<file path="src/common/rv_pkg.sv">
package rv_pkg;

  localparam int XLEN      = 32;
  localparam int REG_COUNT = 32;

  typedef logic [XLEN-1:0] word_t;       // Register data, immediates, pc values
  typedef logic [4:0]      reg_addr_t;
  typedef logic [3:0]      alu_op_t;
  typedef logic [1:0]      src_a_sel_t;
  typedef logic            src_b_sel_t;

  localparam word_t PC_STEP = 32'd4;

  // Opcode map, inst[6:0]
  localparam logic [6:0] OP_R       = 7'b0110011;
  localparam logic [6:0] OP_I_ARITH = 7'b0010011;
  localparam logic [6:0] OP_LUI     = 7'b0110111;
  localparam logic [6:0] OP_AUIPC   = 7'b0010111;

  // funct3 field, shared by R-type and I-type arithmetic
  localparam logic [2:0] F3_ADD_SUB = 3'b000;
  localparam logic [2:0] F3_SLL     = 3'b001;
  localparam logic [2:0] F3_SLT     = 3'b010;
  localparam logic [2:0] F3_SLTU    = 3'b011;
  localparam logic [2:0] F3_XOR     = 3'b100;
  localparam logic [2:0] F3_SRL_SRA = 3'b101;
  localparam logic [2:0] F3_OR      = 3'b110;
  localparam logic [2:0] F3_AND     = 3'b111;

  localparam logic [6:0] F7_BASE = 7'b0000000;
  localparam logic [6:0] F7_ALT  = 7'b0100000;  // sub, sra, srai

  localparam alu_op_t ALU_ADD  = 4'd0;
  localparam alu_op_t ALU_SUB  = 4'd1;
  localparam alu_op_t ALU_AND  = 4'd2;
  localparam alu_op_t ALU_OR   = 4'd3;
  localparam alu_op_t ALU_XOR  = 4'd4;
  localparam alu_op_t ALU_SLL  = 4'd5;
  localparam alu_op_t ALU_SRL  = 4'd6;
  localparam alu_op_t ALU_SRA  = 4'd7;
  localparam alu_op_t ALU_SLT  = 4'd8;
  localparam alu_op_t ALU_SLTU = 4'd9;

  // Operand A source
  localparam src_a_sel_t SRC_A_REG  = 2'd0;
  localparam src_a_sel_t SRC_A_PC   = 2'd1;  // auipc
  localparam src_a_sel_t SRC_A_ZERO = 2'd2;  // lui

  // Operand B source
  localparam src_b_sel_t SRC_B_REG = 1'b0;
  localparam src_b_sel_t SRC_B_IMM = 1'b1;

  typedef struct packed {
    logic       valid;
    word_t      pc;
    reg_addr_t  rd;
    reg_addr_t  rs1;
    reg_addr_t  rs2;
    word_t      rs1_data;
    word_t      rs2_data;
    word_t      imm;
    alu_op_t    alu_op;
    src_a_sel_t src_a_sel;
    src_b_sel_t src_b_sel;
    logic       regwrite;
  } id_ex_t;

  typedef struct packed {
    logic      valid;
    word_t     pc;
    reg_addr_t rd;
    logic      regwrite;
    word_t     result;
  } ex_res_t;

  // we is never set for x0
  typedef struct packed {
    logic      we;
    reg_addr_t rd;
    word_t     data;
  } wb_t;

  typedef struct packed {
    logic      valid;
    word_t     pc;
    reg_addr_t rd;
    word_t     data;
  } retire_t;

endpackage

</file>
<file path="src/core/alu.sv">
module alu (
  input  rv_pkg::word_t   a,
  input  rv_pkg::word_t   b,
  input  rv_pkg::alu_op_t op,
  output rv_pkg::word_t   y
);

  logic [4:0] shamt;

  assign shamt = b[4:0];  // Upper bits of b ignored for shifts

  always_comb
  begin
    case (op)
      rv_pkg::ALU_ADD:  y = a + b;
      rv_pkg::ALU_SUB:  y = a - b;
      rv_pkg::ALU_AND:  y = a & b;
      rv_pkg::ALU_OR:   y = a | b;
      rv_pkg::ALU_XOR:  y = a ^ b;
      rv_pkg::ALU_SLL:  y = a << shamt;
      rv_pkg::ALU_SRL:  y = a >> shamt;
      rv_pkg::ALU_SRA:  y = $signed(a) >>> shamt;
      rv_pkg::ALU_SLT:  y = {31'b0, $signed(a) < $signed(b)};
      rv_pkg::ALU_SLTU: y = {31'b0, a < b};
      default:          y = '0;
    endcase
  end

endmodule

</file>
<file path="src/core/reg_file.sv">
module reg_file (
  input  logic              clk,
  input  rv_pkg::reg_addr_t rs1,
  input  rv_pkg::reg_addr_t rs2,
  output rv_pkg::word_t     rs1_data,
  output rv_pkg::word_t     rs2_data,
  input  rv_pkg::wb_t       wb
);

  // x0 has no storage
  rv_pkg::word_t regs [1:rv_pkg::REG_COUNT-1];

  // wb.we already excludes x0
  always_ff @(posedge clk)
  begin
    if (wb.we)
      regs[wb.rd] <= wb.data;
  end

  // Asynchronous reads
  always_comb
  begin
    rs1_data = '0;
    rs2_data = '0;
    if (rs1 != '0)
      rs1_data = regs[rs1];
    if (rs2 != '0)
      rs2_data = regs[rs2];
  end

endmodule

</file>
<file path="src/core/decode_stage.sv">
module decode_stage (
  input  logic              clk,
  input  logic              reset,
  output rv_pkg::word_t     pc,
  input  rv_pkg::word_t     inst,
  output rv_pkg::reg_addr_t rs1,
  output rv_pkg::reg_addr_t rs2,
  input  rv_pkg::word_t     rs1_data,
  input  rv_pkg::word_t     rs2_data,
  input  rv_pkg::wb_t       wb,
  output rv_pkg::id_ex_t    id_ex
);

  logic              if_valid;
  rv_pkg::word_t     if_pc;
  rv_pkg::word_t     if_inst;
  logic [6:0]        opcode;
  logic [2:0]        funct3;
  logic [6:0]        funct7;
  logic              legal;
  rv_pkg::id_ex_t    id_ex_d;

  // Sequential fetch, no redirects
  always_ff @(posedge clk or posedge reset)
  begin
    if (reset)
      pc <= '0;
    else
      pc <= pc + rv_pkg::PC_STEP;
  end

  // Fetch/decode register, empty in the first cycle after reset
  always_ff @(posedge clk or posedge reset)
  begin
    if (reset)
      if_valid <= 1'b0;
    else
    begin
      if_valid <= 1'b1;
      if_pc    <= pc;
      if_inst  <= inst;
    end
  end

  assign opcode = if_inst[6:0];
  assign funct3 = if_inst[14:12];
  assign funct7 = if_inst[31:25];
  assign rs1    = if_inst[19:15];
  assign rs2    = if_inst[24:20];

  always_comb
  begin
    legal             = 1'b0;
    id_ex_d.alu_op    = rv_pkg::ALU_ADD;
    id_ex_d.src_a_sel = rv_pkg::SRC_A_REG;
    id_ex_d.src_b_sel = rv_pkg::SRC_B_REG;
    id_ex_d.imm       = {{20{if_inst[31]}}, if_inst[31:20]};  // I-type
    case (opcode)
      rv_pkg::OP_R:
      begin
        legal = 1'b1;
        case (funct3)
          rv_pkg::F3_ADD_SUB: id_ex_d.alu_op = (funct7 == rv_pkg::F7_ALT) ? rv_pkg::ALU_SUB
                                                                           : rv_pkg::ALU_ADD;
          rv_pkg::F3_SLL:     id_ex_d.alu_op = rv_pkg::ALU_SLL;
          rv_pkg::F3_SLT:     id_ex_d.alu_op = rv_pkg::ALU_SLT;
          rv_pkg::F3_SLTU:    id_ex_d.alu_op = rv_pkg::ALU_SLTU;
          rv_pkg::F3_XOR:     id_ex_d.alu_op = rv_pkg::ALU_XOR;
          rv_pkg::F3_SRL_SRA: id_ex_d.alu_op = (funct7 == rv_pkg::F7_ALT) ? rv_pkg::ALU_SRA
                                                                           : rv_pkg::ALU_SRL;
          rv_pkg::F3_OR:      id_ex_d.alu_op = rv_pkg::ALU_OR;
          default:            id_ex_d.alu_op = rv_pkg::ALU_AND;
        endcase
        // Alternate funct7 only for sub and sra
        if (funct7 == rv_pkg::F7_ALT)
          legal = (funct3 == rv_pkg::F3_ADD_SUB) || (funct3 == rv_pkg::F3_SRL_SRA);
        else if (funct7 != rv_pkg::F7_BASE)
          legal = 1'b0;
      end
      rv_pkg::OP_I_ARITH:
      begin
        legal             = 1'b1;
        id_ex_d.src_b_sel = rv_pkg::SRC_B_IMM;
        case (funct3)
          rv_pkg::F3_ADD_SUB: id_ex_d.alu_op = rv_pkg::ALU_ADD;
          rv_pkg::F3_SLT:     id_ex_d.alu_op = rv_pkg::ALU_SLT;
          rv_pkg::F3_SLTU:    id_ex_d.alu_op = rv_pkg::ALU_SLTU;
          rv_pkg::F3_XOR:     id_ex_d.alu_op = rv_pkg::ALU_XOR;
          rv_pkg::F3_OR:      id_ex_d.alu_op = rv_pkg::ALU_OR;
          rv_pkg::F3_AND:     id_ex_d.alu_op = rv_pkg::ALU_AND;
          rv_pkg::F3_SLL:
          begin
            id_ex_d.alu_op = rv_pkg::ALU_SLL;
            legal          = (funct7 == rv_pkg::F7_BASE);
          end
          default:            // srli / srai
          begin
            id_ex_d.alu_op = (funct7 == rv_pkg::F7_ALT) ? rv_pkg::ALU_SRA : rv_pkg::ALU_SRL;
            legal          = (funct7 == rv_pkg::F7_BASE) || (funct7 == rv_pkg::F7_ALT);
          end
        endcase
      end
      rv_pkg::OP_LUI:
      begin
        legal             = 1'b1;
        id_ex_d.src_a_sel = rv_pkg::SRC_A_ZERO;
        id_ex_d.src_b_sel = rv_pkg::SRC_B_IMM;
        id_ex_d.imm       = {if_inst[31:12], 12'b0};
      end
      rv_pkg::OP_AUIPC:
      begin
        legal             = 1'b1;
        id_ex_d.src_a_sel = rv_pkg::SRC_A_PC;
        id_ex_d.src_b_sel = rv_pkg::SRC_B_IMM;
        id_ex_d.imm       = {if_inst[31:12], 12'b0};
      end
      default: legal = 1'b0;  // Loads, stores, branches, jumps and the rest
    endcase

    id_ex_d.valid    = if_valid && legal;  // Illegal encodings become bubbles
    id_ex_d.regwrite = legal;
    id_ex_d.pc       = if_pc;
    id_ex_d.rd       = if_inst[11:7];
    id_ex_d.rs1      = rs1;
    id_ex_d.rs2      = rs2;
    // Result stage writes the regfile this same cycle
    id_ex_d.rs1_data = (wb.we && wb.rd == rs1) ? wb.data : rs1_data;
    id_ex_d.rs2_data = (wb.we && wb.rd == rs2) ? wb.data : rs2_data;
  end

  always_ff @(posedge clk or posedge reset)
  begin
    if (reset)
      id_ex.valid <= 1'b0;
    else
      id_ex <= id_ex_d;
  end

endmodule

</file>
<file path="src/core/execute_stage.sv">
module execute_stage (
  input  rv_pkg::id_ex_t  id_ex,
  input  rv_pkg::ex_res_t fwd,
  output rv_pkg::ex_res_t ex_res
);

  rv_pkg::word_t reg_a;
  rv_pkg::word_t reg_b;
  rv_pkg::word_t op_a;
  rv_pkg::word_t op_b;
  rv_pkg::word_t alu_y;

  // Older value from the instruction one ahead, if it writes rs
  function automatic rv_pkg::word_t forward(
    input rv_pkg::reg_addr_t rs,
    input rv_pkg::word_t     rf_value,
    input rv_pkg::ex_res_t   ahead
  );
    if (ahead.valid && ahead.regwrite && ahead.rd != '0 && ahead.rd == rs)
      return ahead.result;
    return rf_value;
  endfunction

  assign reg_a = forward(id_ex.rs1, id_ex.rs1_data, fwd);
  assign reg_b = forward(id_ex.rs2, id_ex.rs2_data, fwd);

  always_comb
  begin
    case (id_ex.src_a_sel)
      rv_pkg::SRC_A_PC:   op_a = id_ex.pc;
      rv_pkg::SRC_A_ZERO: op_a = '0;
      default:            op_a = reg_a;
    endcase
  end

  assign op_b = (id_ex.src_b_sel == rv_pkg::SRC_B_IMM) ? id_ex.imm : reg_b;

  alu i_alu (
    .a  (op_a),
    .b  (op_b),
    .op (id_ex.alu_op),
    .y  (alu_y)
  );

  // Registered by the result stage
  always_comb
  begin
    ex_res.valid    = id_ex.valid;
    ex_res.pc       = id_ex.pc;
    ex_res.rd       = id_ex.rd;
    ex_res.regwrite = id_ex.regwrite;
    ex_res.result   = alu_y;
  end

endmodule

</file>
<file path="src/core/result_stage.sv">
module result_stage (
  input  logic            clk,
  input  logic            reset,
  input  rv_pkg::ex_res_t ex_res,
  output rv_pkg::ex_res_t held,
  output rv_pkg::wb_t     wb,
  output rv_pkg::retire_t retire,
  output rv_pkg::word_t   retired_count
);

  // Execute/result register, also the execute forwarding source
  always_ff @(posedge clk or posedge reset)
  begin
    if (reset)
      held.valid <= 1'b0;
    else
      held <= ex_res;
  end

  always_comb
  begin
    wb.we   = held.valid && held.regwrite && held.rd != '0;  // x0 stays zero
    wb.rd   = held.rd;
    wb.data = held.result;
  end

  // Writes to x0 still retire
  always_comb
  begin
    retire.valid = held.valid;
    retire.pc    = held.pc;
    retire.rd    = held.rd;
    retire.data  = held.result;
  end

  always_ff @(posedge clk or posedge reset)
  begin
    if (reset)
      retired_count <= '0;
    else if (held.valid)
      retired_count <= retired_count + 1'b1;
  end

endmodule

</file>
<file path="src/rtl/rv32i_core.sv">
module rv32i_core (
  input  logic            clk,
  input  logic            reset,
  output rv_pkg::word_t   pc,
  input  rv_pkg::word_t   inst,
  output rv_pkg::retire_t retire,
  output rv_pkg::word_t   retired_count
);

  rv_pkg::id_ex_t    id_ex;
  rv_pkg::ex_res_t   ex_res;
  rv_pkg::ex_res_t   held;      // One instruction ahead of execute
  rv_pkg::wb_t       wb;
  rv_pkg::reg_addr_t rs1;
  rv_pkg::reg_addr_t rs2;
  rv_pkg::word_t     rs1_data;
  rv_pkg::word_t     rs2_data;

  decode_stage i_decode_stage (
    .clk      (clk),
    .reset    (reset),
    .pc       (pc),
    .inst     (inst),
    .rs1      (rs1),
    .rs2      (rs2),
    .rs1_data (rs1_data),
    .rs2_data (rs2_data),
    .wb       (wb),
    .id_ex    (id_ex)
  );

  reg_file i_reg_file (
    .clk      (clk),
    .rs1      (rs1),
    .rs2      (rs2),
    .rs1_data (rs1_data),
    .rs2_data (rs2_data),
    .wb       (wb)
  );

  execute_stage i_execute_stage (
    .id_ex  (id_ex),
    .fwd    (held),
    .ex_res (ex_res)
  );

  result_stage i_result_stage (
    .clk           (clk),
    .reset         (reset),
    .ex_res        (ex_res),
    .held          (held),
    .wb            (wb),
    .retire        (retire),
    .retired_count (retired_count)
  );

endmodule

</file>
<file path="config.mk">
export PLATFORM = sky130hd
export DESIGN_NAME = rv32i_core
export DESIGN_NICKNAME = d
export VERILOG_FILES = /design/src/common/rv_pkg.sv /design/src/core/alu.sv /design/src/core/reg_file.sv /design/src/core/decode_stage.sv /design/src/core/execute_stage.sv /design/src/core/result_stage.sv /design/src/rtl/rv32i_core.sv
export SDC_FILE = /design/constraint.sdc
export NUM_CORES = 2
export LEC_CHECK = 0
export BUFFER_PORTS_ARGS = -buffer_cell sky130_fd_sc_hd__buf_4
export CAP_MARGIN = 20
export CORE_UTILIZATION = 50
export DETAILED_ROUTE_END_ITERATION = 16
export PLACE_DENSITY = 0.67
export REMOVE_ABC_BUFFERS = 1
export SLEW_MARGIN = 20
export SYNTH_ARGS = -nofsm -noshare
export SYNTH_HDL_FRONTEND = slang
export SYNTH_SLANG_ARGS = --single-unit
export TNS_END_PERCENT = 100
</file>
<file path="constraint.sdc">
create_clock -name clk -period 10.2 [get_ports clk]
set_input_delay 1.02 -clock clk [delete_from_list [all_inputs] [get_ports clk]]
set_output_delay 1.02 -clock clk [all_outputs]
set_load 0.02 [all_outputs]
</file>
==> results.md <==
* Reg2Reg Setup Slack at 3210 ps
* Hold_buf cts at 0
* Crit start category: register
* Avg WL per Cell at 35.69 µm
* TritonRoute pass-1 iters at 8
* Clk root buf: clkbuf_16
* H-tree Lvls at 4
* Clock sink count at 1346
* CP endpoint kind: register
* Minimum clock period at 6988 ps
* Die area at 139700 µm²
* DRC at 0
* Worst VDD drop at 0.0001732 V
* Post-CTS Setup Bufs at 0
* Buffers on Ports at 163
* Share of synthesized flip-flops with an asynchronous set or reset at 4.829%
* Hold Path Class: reg2reg
* Die Y at 373.7 µm
* Largest area contributor in the netlist: edfxtp_1
* Register Area at 40030 µm²
* Leading post-synthesis cells by cell area: edfxtp_1 55%, mux4_2 18%, mux2i_1 4.0%
* Core box area at 137300 µm²
* Critical path arrival at 7540 ps
* P&R area growth vs syn at 11.58%
* Cell Area, Synth at 69090 µm²
* Syn avg cell area at 15.28 µm²
* Diodes inserted at 0
* Crit Path Max Fanout at 26
* R2R Path Start: i_result_stage.held[36]
* Final RePlAce weighted congestion at 1.060
* Initial antenna violation count at 6
* CTS buffer count at 145
* Multi-input combinational cell area at 27100 µm²
* RSZ-0062 raised after global routing: false
* CP required at 10750 ps
* Synth cell types at 89
* Post-Place Cells at 6218
* Final hold vios at 0
* Post-route ant nets at 0
* Top FF cell, synth: edfxtp_1
* Initial drt markers at 5906
* Post-CTS Resized at 0
* Leak at 26.47 nW
* Share of layout cells above drive strength 1 at 25.20%
* Vias in the first global route at 43420
* Hold_ws at 353.1 ps
* CTS Buffer Depth at 3
* Vias per cell at 6.915
* Crit path from: i_result_stage.held[36]
* Setup crit end: i_result_stage.held[27]
* Power density cells at 189.7 nW/µm²
* Later-pin clock latency in the skew report at 810 ps
* Reg2Reg Depth at 16
* Worst-margin pin slew at 1198 ps
* Final WL at 231.6 mm
* # IOs at 168
* Setup violations, final at 0
* Num rows at 136
* Yosys warning total at 0
* Max-Cap Viols at 0
* Skew final at 53.70 ps
* Post-synth EDFFs at 1271
* FMAX at 143.1 MHz
* TNS Setup at 0 ps
* CP Class: reg2reg
* Total power at 14.62 mW
* Die width at 373.7 µm
* Synth Register Bits at 1346
* Initial Utilization at 50.31%
* Layout fillers at 10670
* Post-Layout Cell Count at 6489
* Number of standard cells after synthesis at 4523
* Vias at 44870
* Max-Slew Margin vs Limit at 19.77%
* Period utilization at 68.51%
* Overflow after GRT at 0
* Dpl hpwl at 146.1 mm
* Fin. max-slew vios at 0
* Gr usage total at 33.03%
* DP Area at 72130 µm²
* Synth top area share at 55.24%
* Sequential share of the synthesized area at 57.89%
* R2R Path End: i_result_stage.held[27]
* Final design instance area without fill at 77090 µm²
* CTS tree: done
* Clock Pin Slew Worst Setup and Hold Paths at 70 ps
* Layout Nets at 4713
* Largest net degree at the start of global routing at 187
* Outcome: complete, no violations
* First-pass GRT wire length at 327.1 mm
sequential cells by signal, summed over array words and instances, names as in the netlist, named ones only:
register / cells
i_decode_stage.id_ex: 150
i_result_stage.held: 69
i_decode_stage.if_valid: 1
i_decode_stage.pc: 30
i_decode_stage.if_pc: 30
i_decode_stage.if_inst: 32
i_reg_file.regs: 992
i_result_stage.retired_count: 32
synth_stat cells, types with 14 or more instances:
master and instances:
nand3_1 58, nor3_1 38, edfxtp_1 1271, nor4_1 18
nor2_1 262, inv_1 97, mux4_2 555, buf_4 79
a22oi_1 15, mux2i_1 273, nand2_1 266, o221ai_1 14
a311o_1 16, o311ai_0 22, a21oi_1 166, a221oi_1 25
xor2_1 29, xnor2_1 78, nand4_1 29, a21o_1 33
buf_1 72, nor2b_1 28, ha_1 104, a211oi_1 96
mux2_2 30, o22ai_1 24, a31oi_1 36, o211ai_1 45
clkbuf_1 201, o21ai_0 179, buf_2 41, and3_1 38
o21bai_1 20, dfrtp_1 65
worst min path at each step:
stage                                            end  slack [ps]  depth (start not counted)                 startpoint
after detailed placement     i_result_stage.held[70]         340                          0  i_decode_stage.id_ex[151]
after global placement       i_result_stage.held[70]         370                          0  i_decode_stage.id_ex[151]
after global routing      i_decode_stage.if_inst[25]         360                          1                   inst[25]
after CTS                 i_decode_stage.if_inst[25]         340                          1                   inst[25]
after floorplan              i_result_stage.held[70]         330                          0  i_decode_stage.id_ex[151]
final                        i_result_stage.held[70]         350                          0  i_decode_stage.id_ex[151]
power by group:
group          internal [mW]  switching [mW]
clock network           3.06            2.33
logic                  0.958            1.78
registers               6.35           0.149
final cells by class:
type	instances	area share [%]
well taps	1794	2.912
repair buffers	300	3.093
clock buffers	180	4.918
clock inverters	89	1.461
inverters	108	0.5388
multi-input cells	2672	35.16
flip-flops and latches	1346	51.92
worst max-delay path: stages, from the launching register on:
cell      delay (ps)
edfxtp_1         650
or3_4            300
o311a_1          830
nand3_2          620
o211ai_1         880
ha_1             480
nor4_1           550
o21ai_0          190
a211oi_1         290
nor3_1           130
buf_4            200
o21a_1           240
o31ai_1          600
a211oi_1         200
a221o_1          380
o21ai_0           90
o311ai_1         120
cells in the final DEF (no fill, tap or decap), types with 15 or more instances in the layout:
master / instances
edfxtp_1: 1271
mux4_2: 555
buf_4: 289
mux2i_1: 273
nand2_1: 266
nor2_1: 229
o21ai_0: 178
a21oi_1: 166
clkbuf_16: 146
ha_1: 103
inv_1: 96
a211oi_1: 96
xnor2_1: 78
dfrtp_1: 65
nand3_1: 57
o211ai_1: 45
nor3_1: 38
and3_1: 37
a31oi_1: 36
a21o_1: 33
clkbuf_1: 33
nor2_4: 31
mux2_2: 30
xor2_1: 29
nand4_1: 29
nor2b_1: 27
a221oi_1: 25
o22ai_1: 24
clkinv_1: 23
clkinv_2: 23
o311ai_0: 22
o21bai_1: 18
a311o_1: 16
nor4_1: 16
a22oi_1: 15
per-layer routing:
metal | GRT usage [%] | share of wire, % | vias to the layer above
li1 | - | - | 18280
met1 | 45.52 | 39 | 23260
met2 | 50.15 | 46 | 2778
met3 | 8.478 | 11 | 556
met4 | 13.65 | 4.7 | 6
met5 | 0 | 0.020 | -
stage by stage:
step	utilization, %	setup slack, ps
6_report	56.14	3212
5_1_grt	56.14	2894
4_1_cts	56.10	3445
3_5_place_dp	52.52	3446
3_3_place_gp	52.52	3577
2_1_floorplan	-	-1705
cells by family after synthesis:
family / count (synthesis) / share of synthesized area (%)
AOI/OAI and AO/OA: 787 / 7.530
xor gates and xnor gates: 107 / 1.356
adders and majority gates: 106 / 1.941
buffers and inverters: 508 / 3.343
DFF: 1346 / 57.89
muxes: 861 / 22.61
other: 2 / 0.01087
and+or+nand+nor: 806 / 5.324
(Power assumes the default switching activity.)
